<file path="src/include/ccc_defines.svh">
`ifndef CCC_DEFINES_SVH
`define CCC_DEFINES_SVH

// Graph shape
`define CCC_NODES 8
`define CCC_EDGE_BITS 28

// Ring of result slots
`define CCC_SLOT_BITS 6

// Input FIFO, 4 entries
`define CCC_FIFO_DEPTH_LOG2 2
`define CCC_ALMOST_FULL_MARGIN 2

// Enough passes to cross the longest path of 8 nodes
`define CCC_PROP_ITERS 7

`define CCC_TAG_BITS 8

`endif
</file>
<file path="src/verilog/cccPkg.sv">
`include "ccc_defines.svh"

package cccPkg;

    // Upper triangle, pairs (i,j) with i < j, i ascending then j ascending
    typedef logic [`CCC_EDGE_BITS-1:0] graphEdges_t;

    typedef logic [$clog2(`CCC_NODES)-1:0] nodeLabel_t;

    // Holds 1 to 8
    typedef logic [$clog2(`CCC_NODES+1)-1:0] compCount_t;

    typedef logic [`CCC_SLOT_BITS-1:0] slotIdx_t;
    typedef logic [`CCC_TAG_BITS-1:0] graphTag_t;

    typedef struct packed {
        graphEdges_t edges;
        slotIdx_t slot;
    } fifoEntry_t;

    // Input bookkeeping per ring slot
    typedef struct packed {
        logic valid;
        graphTag_t tag;
    } validEntry_t;

endpackage

</file>
<file path="src/verilog/graphFeedIfc.sv">
interface graphFeedIfc import cccPkg::*; ();

    logic available;
    logic request;
    graphEdges_t edges;
    slotIdx_t slot;

    // FIFO side
    modport source (
        output available,
        output edges,
        output slot,
        input request
    );

    // Engine side
    modport sink (
        input available,
        input edges,
        input slot,
        output request
    );

endinterface

</file>
<file path="src/verilog/connectedCountCore.sv">
`include "ccc_defines.svh"

module connectedCountCore import cccPkg::*; (
    input logic clk,
    input logic rst,
    input logic isBotValid,
    input logic [`CCC_EDGE_BITS-1:0] graphIn,
    input logic [`CCC_TAG_BITS-1:0] tagIn,
    input logic freeze,
    output logic almostFull,
    output logic resultValid,
    output logic [3:0] connectCount,
    output logic [`CCC_TAG_BITS-1:0] tagOut
);

    slotIdx_t slot;
    logic lapped;
    logic readLapped;
    fifoEntry_t pushEntry;
    validEntry_t validIn;
    validEntry_t validOut;
    compCount_t collectorOut;
    logic load;
    logic propagate;
    logic finish;
    logic resultWrite;
    slotIdx_t resultSlot;
    compCount_t resultCount;

    graphFeedIfc feed ();

    slotRing ring (.clk(clk), .rst(rst), .freeze(freeze), .slot(slot), .lapped(lapped));

    // Graph travels with the slot it must return to
    assign pushEntry = '{edges: graphIn, slot: slot};

    graphFifo inputFifo (
        .clk(clk),
        .rst(rst),
        .push(isBotValid),
        .pushData(pushEntry),
        .almostFull(almostFull),
        .feed(feed)
    );

    propagationControl control (
        .clk(clk),
        .rst(rst),
        .feed(feed),
        .load(load),
        .propagate(propagate),
        .finish(finish)
    );

    labelEngine engine (
        .clk(clk),
        .rst(rst),
        .feed(feed),
        .load(load),
        .propagate(propagate),
        .finish(finish),
        .resultWrite(resultWrite),
        .resultSlot(resultSlot),
        .resultCount(resultCount)
    );

    // Engine finishes well within one lap, so the write beats the read
    slotMemory #(.payload_t(compCount_t)) collector (
        .clk(clk),
        .writeEnable(resultWrite),
        .writeAddr(resultSlot),
        .writeData(resultCount),
        .readEnable(!freeze),
        .readAddr(slot),
        .readData(collectorOut)
    );

    assign validIn = '{valid: isBotValid, tag: tagIn};

    // Read returns the entry from one lap back, then it is overwritten
    slotMemory #(.payload_t(validEntry_t)) validMemory (
        .clk(clk),
        .writeEnable(!freeze),
        .writeAddr(slot),
        .writeData(validIn),
        .readEnable(!freeze),
        .readAddr(slot),
        .readData(validOut)
    );

    // Lapped as seen by the read now on the memory outputs
    always_ff @(posedge clk) begin
        if (rst) begin
            readLapped <= 1'b0;
        end else if (!freeze) begin
            readLapped <= lapped;
        end
    end

    assign resultValid = validOut.valid && readLapped && !freeze;
    assign connectCount = collectorOut;
    assign tagOut = validOut.tag;

endmodule

</file>
<file path="src/verilog/labelEngine.sv">
`include "ccc_defines.svh"

module labelEngine import cccPkg::*; (
    input logic clk,
    input logic rst,
    graphFeedIfc.sink feed,
    input logic load,
    input logic propagate,
    input logic finish,
    output logic resultWrite,
    output slotIdx_t resultSlot,
    output compCount_t resultCount
);

    graphEdges_t edgesQ;
    slotIdx_t slotQ;
    nodeLabel_t labels [`CCC_NODES];
    nodeLabel_t nextLabels [`CCC_NODES];
    compCount_t rootCount;

    // Bit position of pair (a,b) in the upper triangle
    function automatic logic isLinked(graphEdges_t e, int a, int b);
        int lo;
        int hi;
        lo = (a < b) ? a : b;
        hi = (a < b) ? b : a;
        return e[lo * (2 * `CCC_NODES - 1 - lo) / 2 + hi - lo - 1];
    endfunction

    // One pass of min over neighbors
    always_comb begin
        for (int n = 0; n < `CCC_NODES; n++) begin
            nextLabels[n] = labels[n];
            for (int m = 0; m < `CCC_NODES; m++) begin
                if (m != n && isLinked(edgesQ, n, m) && labels[m] < nextLabels[n]) begin
                    nextLabels[n] = labels[m];
                end
            end
        end
    end

    // A node still holding its own index is the root of its component
    always_comb begin
        rootCount = '0;
        for (int n = 0; n < `CCC_NODES; n++) begin
            if (labels[n] == nodeLabel_t'(n)) begin
                rootCount = rootCount + 1'b1;
            end
        end
    end

    always_ff @(posedge clk) begin
        if (load) begin
            edgesQ <= feed.edges;
            slotQ <= feed.slot;
            for (int n = 0; n < `CCC_NODES; n++) begin
                labels[n] <= nodeLabel_t'(n);
            end
        end else if (propagate) begin
            labels <= nextLabels;
        end
        if (finish) begin
            resultSlot <= slotQ;
            resultCount <= rootCount;
        end
    end

    always_ff @(posedge clk) begin
        if (rst) begin
            resultWrite <= 1'b0;
        end else begin
            resultWrite <= finish;
        end
    end

endmodule

</file>
<file path="src/verilog/propagationControl.sv">
`include "ccc_defines.svh"

module propagationControl (
    input logic clk,
    input logic rst,
    graphFeedIfc.sink feed,
    output logic load,
    output logic propagate,
    output logic finish
);

    typedef enum logic [2:0] {
        stateIdle,
        stateFetch,
        stateLoad,
        statePropagate,
        stateFinish
    } ctrlState_t;

    localparam logic [2:0] lastIter = 3'(`CCC_PROP_ITERS - 1);

    ctrlState_t state;
    logic [2:0] iterCount;

    // Request, load, 7 passes, count; write lands 10 cycles after request
    always_ff @(posedge clk) begin
        if (rst) begin
            state <= stateIdle;
            iterCount <= '0;
        end else begin
            case (state)
                stateIdle: begin
                    if (feed.available) begin
                        state <= stateFetch;
                    end
                end
                stateFetch: state <= stateLoad;
                stateLoad: begin
                    state <= statePropagate;
                    iterCount <= '0;
                end
                statePropagate: begin
                    if (iterCount == lastIter) begin
                        state <= stateFinish;
                    end else begin
                        iterCount <= iterCount + 1'b1;
                    end
                end
                stateFinish: state <= stateIdle;
                default: state <= stateIdle;
            endcase
        end
    end

    assign feed.request = state == stateFetch;
    assign load = state == stateLoad;
    assign propagate = state == statePropagate;
    assign finish = state == stateFinish;

endmodule

</file>
<file path="src/verilog/slotRing.sv">
module slotRing import cccPkg::*; (
    input logic clk,
    input logic rst,
    input logic freeze,
    output slotIdx_t slot,
    output logic lapped
);

    // Index steps once per unfrozen cycle
    always_ff @(posedge clk) begin
        if (rst) begin
            slot <= '0;
            lapped <= 1'b0;
        end else if (!freeze) begin
            slot <= slot + 1'b1;
            // First wrap means every slot has been written once
            if (slot == '1) begin
                lapped <= 1'b1;
            end
        end
    end

endmodule

</file>
<file path="src/verilog/slotMemory.sv">
`include "ccc_defines.svh"

module slotMemory import cccPkg::*; #(
    parameter type payload_t = logic
) (
    input logic clk,
    input logic writeEnable,
    input slotIdx_t writeAddr,
    input payload_t writeData,
    input logic readEnable,
    input slotIdx_t readAddr,
    output payload_t readData
);

    localparam int depth = 1 << `CCC_SLOT_BITS;

    payload_t storage [depth];

    // Same-address read and write returns the old entry
    always_ff @(posedge clk) begin
        if (writeEnable) begin
            storage[writeAddr] <= writeData;
        end
        if (readEnable) begin
            readData <= storage[readAddr];
        end
    end

endmodule

</file>
<file path="src/verilog/graphFifo.sv">
`include "ccc_defines.svh"

module graphFifo import cccPkg::*; (
    input logic clk,
    input logic rst,
    input logic push,
    input fifoEntry_t pushData,
    output logic almostFull,
    graphFeedIfc.source feed
);

    localparam int depth = 1 << `CCC_FIFO_DEPTH_LOG2;
    localparam int almostFullLevel = depth - `CCC_ALMOST_FULL_MARGIN;

    fifoEntry_t storage [depth];
    fifoEntry_t headQ;

    logic [`CCC_FIFO_DEPTH_LOG2-1:0] writePtr;
    logic [`CCC_FIFO_DEPTH_LOG2-1:0] readPtr;
    logic [`CCC_FIFO_DEPTH_LOG2:0] occupancy;
    logic pop;

    assign pop = feed.request && feed.available;

    always_ff @(posedge clk) begin
        if (rst) begin
            writePtr <= '0;
            readPtr <= '0;
            occupancy <= '0;
        end else begin
            if (push) begin
                writePtr <= writePtr + 1'b1;
            end
            if (pop) begin
                readPtr <= readPtr + 1'b1;
            end
            case ({push, pop})
                2'b10: occupancy <= occupancy + 1'b1;
                2'b01: occupancy <= occupancy - 1'b1;
                default: occupancy <= occupancy;
            endcase
        end
    end

    always_ff @(posedge clk) begin
        if (push) begin
            storage[writePtr] <= pushData;
        end
        // Head shows up the cycle after a request
        if (pop) begin
            headQ <= storage[readPtr];
        end
    end

    assign almostFull = int'(occupancy) >= almostFullLevel;

    assign feed.available = occupancy != '0;
    assign feed.edges = headQ.edges;
    assign feed.slot = headQ.slot;

endmodule

</file>
<file path="config.mk">
export PLATFORM = sky130hd
export DESIGN_NAME = connectedCountCore
export DESIGN_NICKNAME = d
export VERILOG_FILES = /design/src/verilog/cccPkg.sv /design/src/verilog/graphFeedIfc.sv /design/src/verilog/connectedCountCore.sv /design/src/verilog/labelEngine.sv /design/src/verilog/propagationControl.sv /design/src/verilog/slotRing.sv /design/src/verilog/slotMemory.sv /design/src/verilog/graphFifo.sv
export VERILOG_INCLUDE_DIRS = /design/src /design/src/include
export SDC_FILE = /design/constraint.sdc
export NUM_CORES = 1
export LEC_CHECK = 0
export ABC_AREA = 1
export ABC_CLOCK_PERIOD_IN_PS = 9300
export BUFFER_PORTS_ARGS = -buffer_cell sky130_fd_sc_hd__buf_2
export CORE_UTILIZATION = 50
export DETAILED_ROUTE_END_ITERATION = 8
export GPL_ROUTABILITY_DRIVEN = 0
export PLACE_DENSITY = 0.66
export SYNTH_ARGS = -nofsm -noshare
export SYNTH_HDL_FRONTEND = slang
export SYNTH_SLANG_ARGS = --single-unit
</file>
<file path="constraint.sdc">
create_clock -name clk -period 9.3 [get_ports clk]
set_clock_uncertainty 0.2 [all_clocks]
set_input_delay 0.465 -clock clk [delete_from_list [all_inputs] [get_ports clk]]
set_output_delay 0.465 -clock clk [all_outputs]
set_load 0.01 [all_outputs]
</file>
; ---- Word level (Yosys, flattened, before mapping)
; Memories as Yosys holds them, arrays and structs flattened. A register that Yosys moved wholly into a read port is not among the register bits.
; Cells that the tools add are included.
[totals]
ramBits = 968
regBits = 90
mem_count = 3
word_cells = 258
romBits = 0
in_bits = 40
latchBits = 0
[op_classes]
multipliers = 0
n_shift = 0
div_mod_pow = 0
n_addsub = 13
n_reduce_logical = 70
eq_ne = 18
n_bitwise = 1
mux = 75
order_cmp = 57
[memory_table]
columns = name, words, width, rd, rd_ports_with_merged_regs, write_ports, line_no
row1 = validMemory.storage, 64, 9, 1, 1, 1, slotMemory.sv:17  ; payload_t storage [depth];
row2 = collector.storage, 64, 4, 1, 1, 1, slotMemory.sv:17
row3 = inputFifo.storage, 4, 34, 1, 1, 1, graphFifo.sv:15  ; fifoEntry_t storage [depth];
[op_table]
columns = operator, n
row1 = $mux 3, 59
row2 = $lt 3x3->1, 56
row3 = $logic_and 1x1->1, 59
row4 = $mux 4, 7
row5 = $add 4x1->4 const B, 6
row6 = $eq 3x3->1 const B, 6
row7 = $eq 3x2->1 const B, 4
row8 = $pmux 3 s2, 2
row9 = $pmux 3 s4, 1
row10 = $add 3x1->3 const B, 2
row11 = $add 6x1->6 const B, 1
row12 = $eq 3x1->1 const B, 2
row13 = $eq 6x6->1 const B, 1
row14 = $logic_not 3->1, 2
row15 = $mux 1, 6
row16 = $ne 2x2->1 const B, 3
row17 = $reduce_and 2->1, 3
row18 = $add 2x1->2 const B, 2
row19 = $reduce_bool 2->1, 2
row20 = $ge 3x2->1 const B, 1
row21 = $logic_not 1->1, 3
row22 = $reduce_bool 3->1, 1
row23 = $sub 3x1->3 const B, 1
row24 = $add 1x1->2 const B, 1
row25 = 3 further kinds, 3

; ---- Depth between registers and ports, before layout
; Gate-level depths: netlist of the first run.
[logic_depth]
depth_word = 21
mapped_depth = 51

; ---- Worst setup path before layout of the first run
; Ideal clock, no wire load.
[synth_path]
path_type = register to register
from = reg engine.labels[14] (netlist name)
to = reg engine.labels[14] (netlist name)
required_time_ns = 8.980
setup_time_ns = 0.120
stages_incl_launch_ff = 38
n_path_buf = 1
slack_ns = 2.734
t_arrival_ns = 6.247
cell_sequence = dfxtp_1 -> clkbuf_1 -> inv_1 -> ha_1 -> a21oi_1 -> nand3_4 -> o21ai_0 -> ha_1 -> nand3_2 -> nand3_2 -> o21ai_0 -> ha_1 -> nand2_1 -> inv_1 -> nand2_2 -> nand2_2 -> o21ai_0 -> ha_1 -> [... 2 more ...] -> nand2_2 -> nand2_2 -> o21ai_0 -> ha_1 -> nand2_1 -> inv_1 -> nand2_2 -> nand2_2 -> o21ai_0 -> ha_1 -> a211oi_1 -> nand2_2 -> o21ai_0 -> ha_1 -> a211oi_1 -> nand3_1 -> nand3_1 -> o21ai_1
[synth_between]
elab_chain_cells = 21
[synth_rtl]
columns = item, line_no
row1 = "start, declared", labelEngine.sv:17  ; nodeLabel_t labels [`CCC_NODES];
row2 = "start signal, assigned by index", labelEngine.sv:57  ; labels[n] <= nodeLabel_t'(n);
row3 = "start signal, assigned", labelEngine.sv:60  ; labels <= nextLabels;
row4 = $lt 3x3->1, labelEngine.sv:35  ; if (m != n && isLinked(edgesQ, n, m) && labels[m] < nextLabels[n]) begin
row5 = $logic_and 1x1->1, labelEngine.sv:35
row6 = $mux 3 *, labelEngine.sv:35
row7 = $lt 3x3->1, labelEngine.sv:35
row8 = $logic_and 1x1->1, labelEngine.sv:35
row9 = $mux 3 *, labelEngine.sv:35
row10 = $lt 3x3->1, labelEngine.sv:35
row11 = $logic_and 1x1->1, labelEngine.sv:35
row12 = [... 5 more ...], n/a
row13 = $logic_and 1x1->1, labelEngine.sv:35
row14 = $mux 3 *, labelEngine.sv:35
row15 = $lt 3x3->1, labelEngine.sv:35
row16 = $logic_and 1x1->1, labelEngine.sv:35
row17 = $mux 3 *, labelEngine.sv:35
row18 = $lt 3x3->1, labelEngine.sv:35
row19 = $logic_and 1x1->1, labelEngine.sv:35
row20 = $mux 3 *, labelEngine.sv:35
; Mark *: on every way between the ends. The rest lies on a longest branch, timed or not.
; A chain may end at the register's enable or synchronous reset.

; ---- Worst setup path in the final report of the first run
[layout_path]
from = reg engine.labels[7] (netlist name)
to = reg engine.labels[7] (netlist name)
; Same word-level chain as after synthesis.

==> results of run 1 <==
## power by group through the flow
stage	sequential [mW]	combinational, mW	clock, mW
after global placement	6.04	7.42	0
after global routing	5.95	8.82	4.46
after detailed placement	6.04	7.60	0
final	5.94	7.72	4.24
after floorplan	5.97	6.03	0
after CTS	5.94	7.66	4.28
## registers in the layout, summed over array words and instances, names as in the netlist, 9 cells and up
| register | cells |
|---|---|
| validMemory.readData | 9 |
| inputFifo.storage | 136 |
| engine.labels | 24 |
| collector.storage | 256 |
| engine.edgesQ | 28 |
| validMemory.storage | 576 |
| inputFifo.feed.edges | 28 |
## kinds of logic after synthesis
family / after synthesis
AND/OR/NAND/NOR: 1433
flip-flops: 1105
AO/OA/AOI/OAI: 624
buffers and inverters: 346
adder cells (fa/ha/maj): 91
XOR/XNOR: 10
multiplexers: 1
## final cells by class
class	instances	share of cell area, %
diodes	1	0.004865
clock buffers	123	5.300
clock inverters	75	1.316
well taps	1186	2.885
repair buffers	143	1.999
multi-input cells	2159	23.53
inverters	183	1.350
flip-flops and latches	1105	63.61
## layer usage
layer	up-vias	part of all wire (%)
met4	0	2.7
met5	-	0
li1	13581	-
met1	14437	43
met3	192	6.8
met2	1129	48
## critical path: cells and delay by family (launching register included)
family | cells | cell delay [ps]
DFF | 1 | 790
buffers and inverters | 4 | 650
adders and majority gates | 7 | 2130
AOI/OAI and AO/OA | 10 | 2860
and+or+nand+nor | 15 | 1360
## through the flow
step	total power, mW	hold slack [ps]
final	17.90	58.21
after global routing	19.24	31.09
after CTS	17.87	18.26
after detailed placement	13.64	204.5
after global placement	13.46	203.1
after floorplan	12.00	200.3
## cell usage in the layout (no fill, tap or decap), types with 18 or more instances in the layout
master,instances
dfxtp_1,45
dlygate4sd3_1,30
a22o_1,91
nand3_2,28
a211oi_1,18
a22oi_1,131
a21oi_1,66
nand2_2,73
buf_4,59
o21ai_0,141
inv_1,173
a221oi_1,96
edfxtp_1,1059
ha_1,90
nand2_1,680
buf_2,53
clkinv_1,36
nand3_1,165
o21ai_1,20
clkinv_2,21
clkbuf_16,106
nor2_1,309
o22ai_1,34
nand4_1,129
## worst max path at each step
stage,from,end,slack [ps],cells after the start
2_1_floorplan,engine.labels[14],engine.labels[14],2730,37
3_3_place_gp,engine.labels[7],engine.labels[7],1460,36
3_5_place_dp,engine.labels[7],engine.labels[7],1300,36
4_1_cts,engine.labels[7],engine.labels[7],1300,36
5_1_grt,engine.labels[7],engine.labels[7],560,36
6_report,engine.labels[7],engine.labels[7],1160,36
==> flow_metrics.tcl, run 1 <==
set metrics [dict create \
    outcome "finished, final reports clean" \
    fillers 7314 \
    ios 54 \
    rsz0062_at_grt "false" \
    hold_class "input port to flop" \
    final_cells 4975 \
    dp_cells 4746 \
    met3_usage_pct 2.993 \
    yosys-top-cells-area "edfxtp_1 (69%), nand2_1 (5.5%), nor2_1 (2.6%)" \
    top_usage_layer "met2" \
    fin_crit_sh_pct 87.52 \
    via_per_inst 5.897 \
    swShare_pct 39.95 \
    p_leak_nw 17.91 \
    slew_headroom_pct 13.29 \
    p_sw_mw 7.151 \
    fin_area_mm2 0.05144 \
    vdd_drop_max_uv 428.1 \
    power_density_mw_per_mm2 348.0 \
    synth_compound_area_share_pct 9.339 \
    grt_pass1_vias 27996 \
    syn-instance-count 3610 \
    wirelength_mm 113.9 \
    synthesis.nets 3741 \
    cts.repair.resized 0 \
    hold_depth 1 \
    layout_setup_ws_ps 1160 \
    antenna_found_initial 0 \
    cp_max_fo 16 \
    cp.required_ps 9670 \
    setup_viol 0 \
    use_met2_pct 39.31 \
    grt_max_degree 106 \
    worstReg2RegEnd "engine.labels[7]" \
    die_h_um 306.0 \
    drive_gt1_share_pct 10.90 \
    cts_root_buf "clkbuf_16" \
    ant_nets 0 \
    io_buffer_count 53 \
    post-place-ws_ps 1305 \
    crit_type "flop to flop" \
    maxSlewViolCount 0 \
    drcViolationCount 0 \
    syn_avg_cell_area_um2 12.80 \
    dieWidth_um 306.0 \
    synthMuxAreaShare_pct 0.02436 \
    timing.rr.start "engine.labels[7]" \
    die_area_mm2 0.09366 \
    rows 111 \
    track_usage_pct 24.17 \
    fin_nets 3829 \
    seq_area_frac_synth_pct 70.79 \
    hold_start "isBotValid" \
    dr_total_vias 29339 \
    synth_top_cell_by_area "edfxtp_1" \
    hpwl_mm 67.82 \
    rrSetupSlack_ps 1160 \
    clock_sinks 1105 \
    min_period_ps 8140 \
    tns_ps 0 \
    grt_pass1_wl_mm 171.5 \
    drt_iter0_markers 3030 \
    syn_to_final_growth_pct 11.29 \
    start_kind "flop" \
    multi_input_area_mm2 0.01211 \
    first_pass_iters 7 \
    post-cts-setup-buffers 0 \
    worstSkewPairLatency_ps 680 \
    ys_ff_latch 1105 \
    cts_buffers 106 \
    slowest_delay_ps 790 \
    synth_cell_types 49 \
    htreeDepth 3 \
    post_drt_wl_per_cell_um 22.89 \
    synth-simple-area-share_pct 13.95 \
    finalHoldViolations 0 \
    power_frac_comb_pct 43.1 \
    core_area_mm2 0.09166 \
    yosysMostFrequentCell "edfxtp_1" \
    async_flop_share_pct 0 \
    postPlaceCellArea_mm2 0.04774 \
    max_clock_freq_ghz 0.1229 \
    clk_pin_slew_ps 70 \
    start_util_pct 50.43 \
    synth_flop_cell "edfxtp_1" \
    worstPathArrival_ps 8510 \
    cts_tree "done" \
    hold-path-endpoint "validMemory.storage[37][8]" \
    ys_warn_count 0 \
    max_slew.worst_pin.slew_ps 1301 \
    regArea_mm2 0.03272 \
    synthTopCellsByCount "edfxtp_1 (1059), nand2_1 (680), nor2_1 (319)" \
    clockBufferDepth 3 \
    overflow 0 \
    clkPwrFrac_pct 23.7 \
    synth-edff-count 1059 \
    yosys.area.top_type_share_pct 68.80 \
    utilization_pct 56.12 \
    use_met1_pct 34.06 \
    synth_xor_area_share_pct 0.1895 \
    synth_area_mm2 0.04622 \
    maxCapViolations 0 \
    hold_buffers 30 \
    synth_top_family_by_area "simple AND/OR/NAND/NOR gates" \
    critPathCaptureType "flop" \
    seq_power_share_pct 33.2 \
    slowest_stage "dfxtp_1" \
    synthAdderAreaFrac_pct 2.480 \
    internal_power_mw 10.75 \
    worstRegToRegCells 36 \
]
(Power assumes the default switching activity.)
==> run 2, diff against run 1 <==
- ABC_CLOCK_PERIOD_IN_PS: 9300 -> 9200
- CTS_BUF_LIST: not set -> sky130_fd_sc_hd__clkbuf_2 sky130_fd_sc_hd__clkbuf_4 sky130_fd_sc_hd__clkbuf_8
- clock period: 9.3 -> 9.2 ns (I/O delays scaled with it)
==> run 2 against run 1 <==
Effect of this change:
- sequential share of layout area shrank 0.099 points
- total power increased by 0.33%
- sequential cell count unchanged
- die area stayed put
- critical endpoint unchanged
- global-route usage increased by 0.30 points
- via count is 1.5% higher
- sequential power rose by 1%
- cell count rose by 2.5%
- critical path type unchanged
- first-iteration DRC count shrank 6.4%
- utilization up 0.087 points
- count of clock-buffer cells in the layout rose by 116
- setup slack got worse by 43 ps
==> flow_metrics.tcl, run 2 (synthesis gave the netlist of run 1 again) <==
set metrics [dict create \
    outcome "finished, final reports clean" \
    overflow 0 \
    fin_area_mm2 0.05152 \
    cts.repair.resized 0 \
    dr_total_vias 29776 \
    hold_buffers 31 \
    io_buffer_count 53 \
    ant_nets 0 \
    post_drt_wl_per_cell_um 22.48 \
    drcViolationCount 0 \
    worstSkewPairLatency_ps 830 \
    layout_setup_ws_ps 1117 \
    rows 111 \
    start_util_pct 50.43 \
    reg.largest.list "validMemory.storage: 576 flops, collector.storage: 256 flops, inputFifo.storage: 136 flops" \
    rrSetupSlack_ps 1120 \
    max_slew.worst_pin.slew_ps 1264 \
    worstReg2RegEnd "engine.labels[7]" \
    clk_pin_slew_ps 60 \
    hold_class "input port to flop" \
    syn_to_final_growth_pct 11.47 \
    top_layer "met5" \
    drive_gt1_share_pct 13.45 \
    grt_pass1_wl_mm 172.7 \
    slowest_stage "dfxtp_1" \
    timing.rr.start "engine.labels[7]" \
    max_clock_freq_ghz 0.1237 \
    die_h_um 306.0 \
    vdd_drop_max_uv 352.6 \
    clock_sinks 1105 \
    core_area_mm2 0.09166 \
    die_area_mm2 0.09366 \
    drt_iter0_markers 2835 \
    track_usage_pct 24.47 \
    setup_viol 0 \
    finalHoldViolations 0 \
    grt_max_degree 106 \
    start_kind "flop" \
    cts_buffers 179 \
    wl_met2_mm 54.44 \
    cp-startpoint "engine.labels[7]" \
    p_leak_nw 18.07 \
    fin_nets 3904 \
    wl_met3_mm 8.562 \
    first_pass_iters 8 \
    crit_type "flop to flop" \
    cts_tree "done" \
    worstPathArrival_ps 8570 \
    cp_max_fo 16 \
    tns_ps 0 \
    maxCapViolations 0 \
    wirelength_mm 114.6 \
    clockBufferDepth 3 \
    final_common_cell "edfxtp_1" \
    worstRegToRegCells 36 \
    power_density_mw_per_mm2 348.5 \
    whs_ps 128.3 \
    rsz0062_at_grt "false" \
    fin_crit_sh_pct 87.85 \
    via_per_inst 5.841 \
    slowest_delay_ps 790 \
    cp.required_ps 9690 \
    drt-met1-wl_mm 48.38 \
    htreeDepth 4 \
    hold_start "tagIn[4]" \
    antenna_found_initial 4 \
    hold_depth 2 \
    top_register "validMemory.storage" \
    post-place-ws_ps 1207 \
    slew_headroom_pct 15.74 \
    largest_reg_flops 576 \
    post-cts-setup-buffers 0 \
    dieWidth_um 306.0 \
    ios 54 \
    hpwl_mm 68.02 \
    fillers 7452 \
    grt_pass1_vias 28684 \
    layout_common_cells "edfxtp_1 (1059), nand2_1 (680), nor2_1 (309), clkbuf_8 (186), inv_1 (173)" \
    hold-path-endpoint "validMemory.storage[24][4]" \
    postPlaceCellArea_mm2 0.04774 \
    maxSlewViolCount 0 \
    cts_root_buf "clkbuf_8" \
    critPathCaptureType "flop" \
    min_period_ps 8083 \
]
[run 2: cell types whose count changed in the layout (fill, tap and decap cells not counted), sizes merged]
cell and change:
clkinv +10, inv +1, clkinvlp -2, diode +1
clkbuf +116, bufinv -5, dlygate4sd3 +1, buf +1
[run 2: layout make-up]
| type | count | area [um2] | area share, % |
|---|---|---|---|
| Tap cell | 1186 | 1484 | 2.880 |
| Clock inverter | 79 | 505.5 | 0.9811 |
| Sequential cell | 1105 | 32720 | 63.51 |
| Timing Repair Buffer | 145 | 1046 | 2.030 |
| Multi-Input combinational cell | 2159 | 12110 | 23.50 |
| Inverter | 183 | 694.4 | 1.348 |
| Clock buffer | 239 | 2958 | 5.741 |
| Antenna cell | 2 | 5.005 | 0.009714 |
[run 2: layer usage]
metal  global-route usage [%]  up-vias
met3                    4.341      225
li1                         -    13759
met1                    33.60    14546
met4                    9.209        4
met2                    39.11     1242
met5                        0        -
[run 2: worst max-delay path, delay by kind of cell (launching register included)]
| family | cells | cell delay, ps |
|---|---|---|
| AND/OR/NAND/NOR | 15 | 1360 |
| AO/OA/AOI/OAI | 10 | 2870 |
| buffers and inverters | 4 | 630 |
| flip-flops | 1 | 790 |
| adder cells (fa/ha/maj) | 7 | 2140 |
[run 2: through the flow]
stage               power (mW)  cells  utilization [%]
floorplan                12.13   3610                -
global placement         13.63   4747            52.09
CTS                      17.94   5096            56.20
global route             19.35   5098            56.21
detailed placement       13.83   4747            52.09
finish                   17.96   5098            56.21
[run 2: where the power goes]
group / internal [mW] / leakage, nW / switching (mW)
clock: 2.21 / 1.81 / 1.92
combinational: 2.67 / 6.30 / 5.16
sequential: 5.82 / 9.96 / 0.193
[run 2: how the worst max path moves through the flow]
stage / end / slack (ps) / cells past startpoint
floorplan: engine.labels[14] / 2630 / 37
global placement: engine.labels[7] / 1390 / 36
detailed placement: engine.labels[7] / 1210 / 36
CTS: engine.labels[7] / 1170 / 36
global route: engine.labels[6] / 470 / 36
finish: engine.labels[7] / 1120 / 36
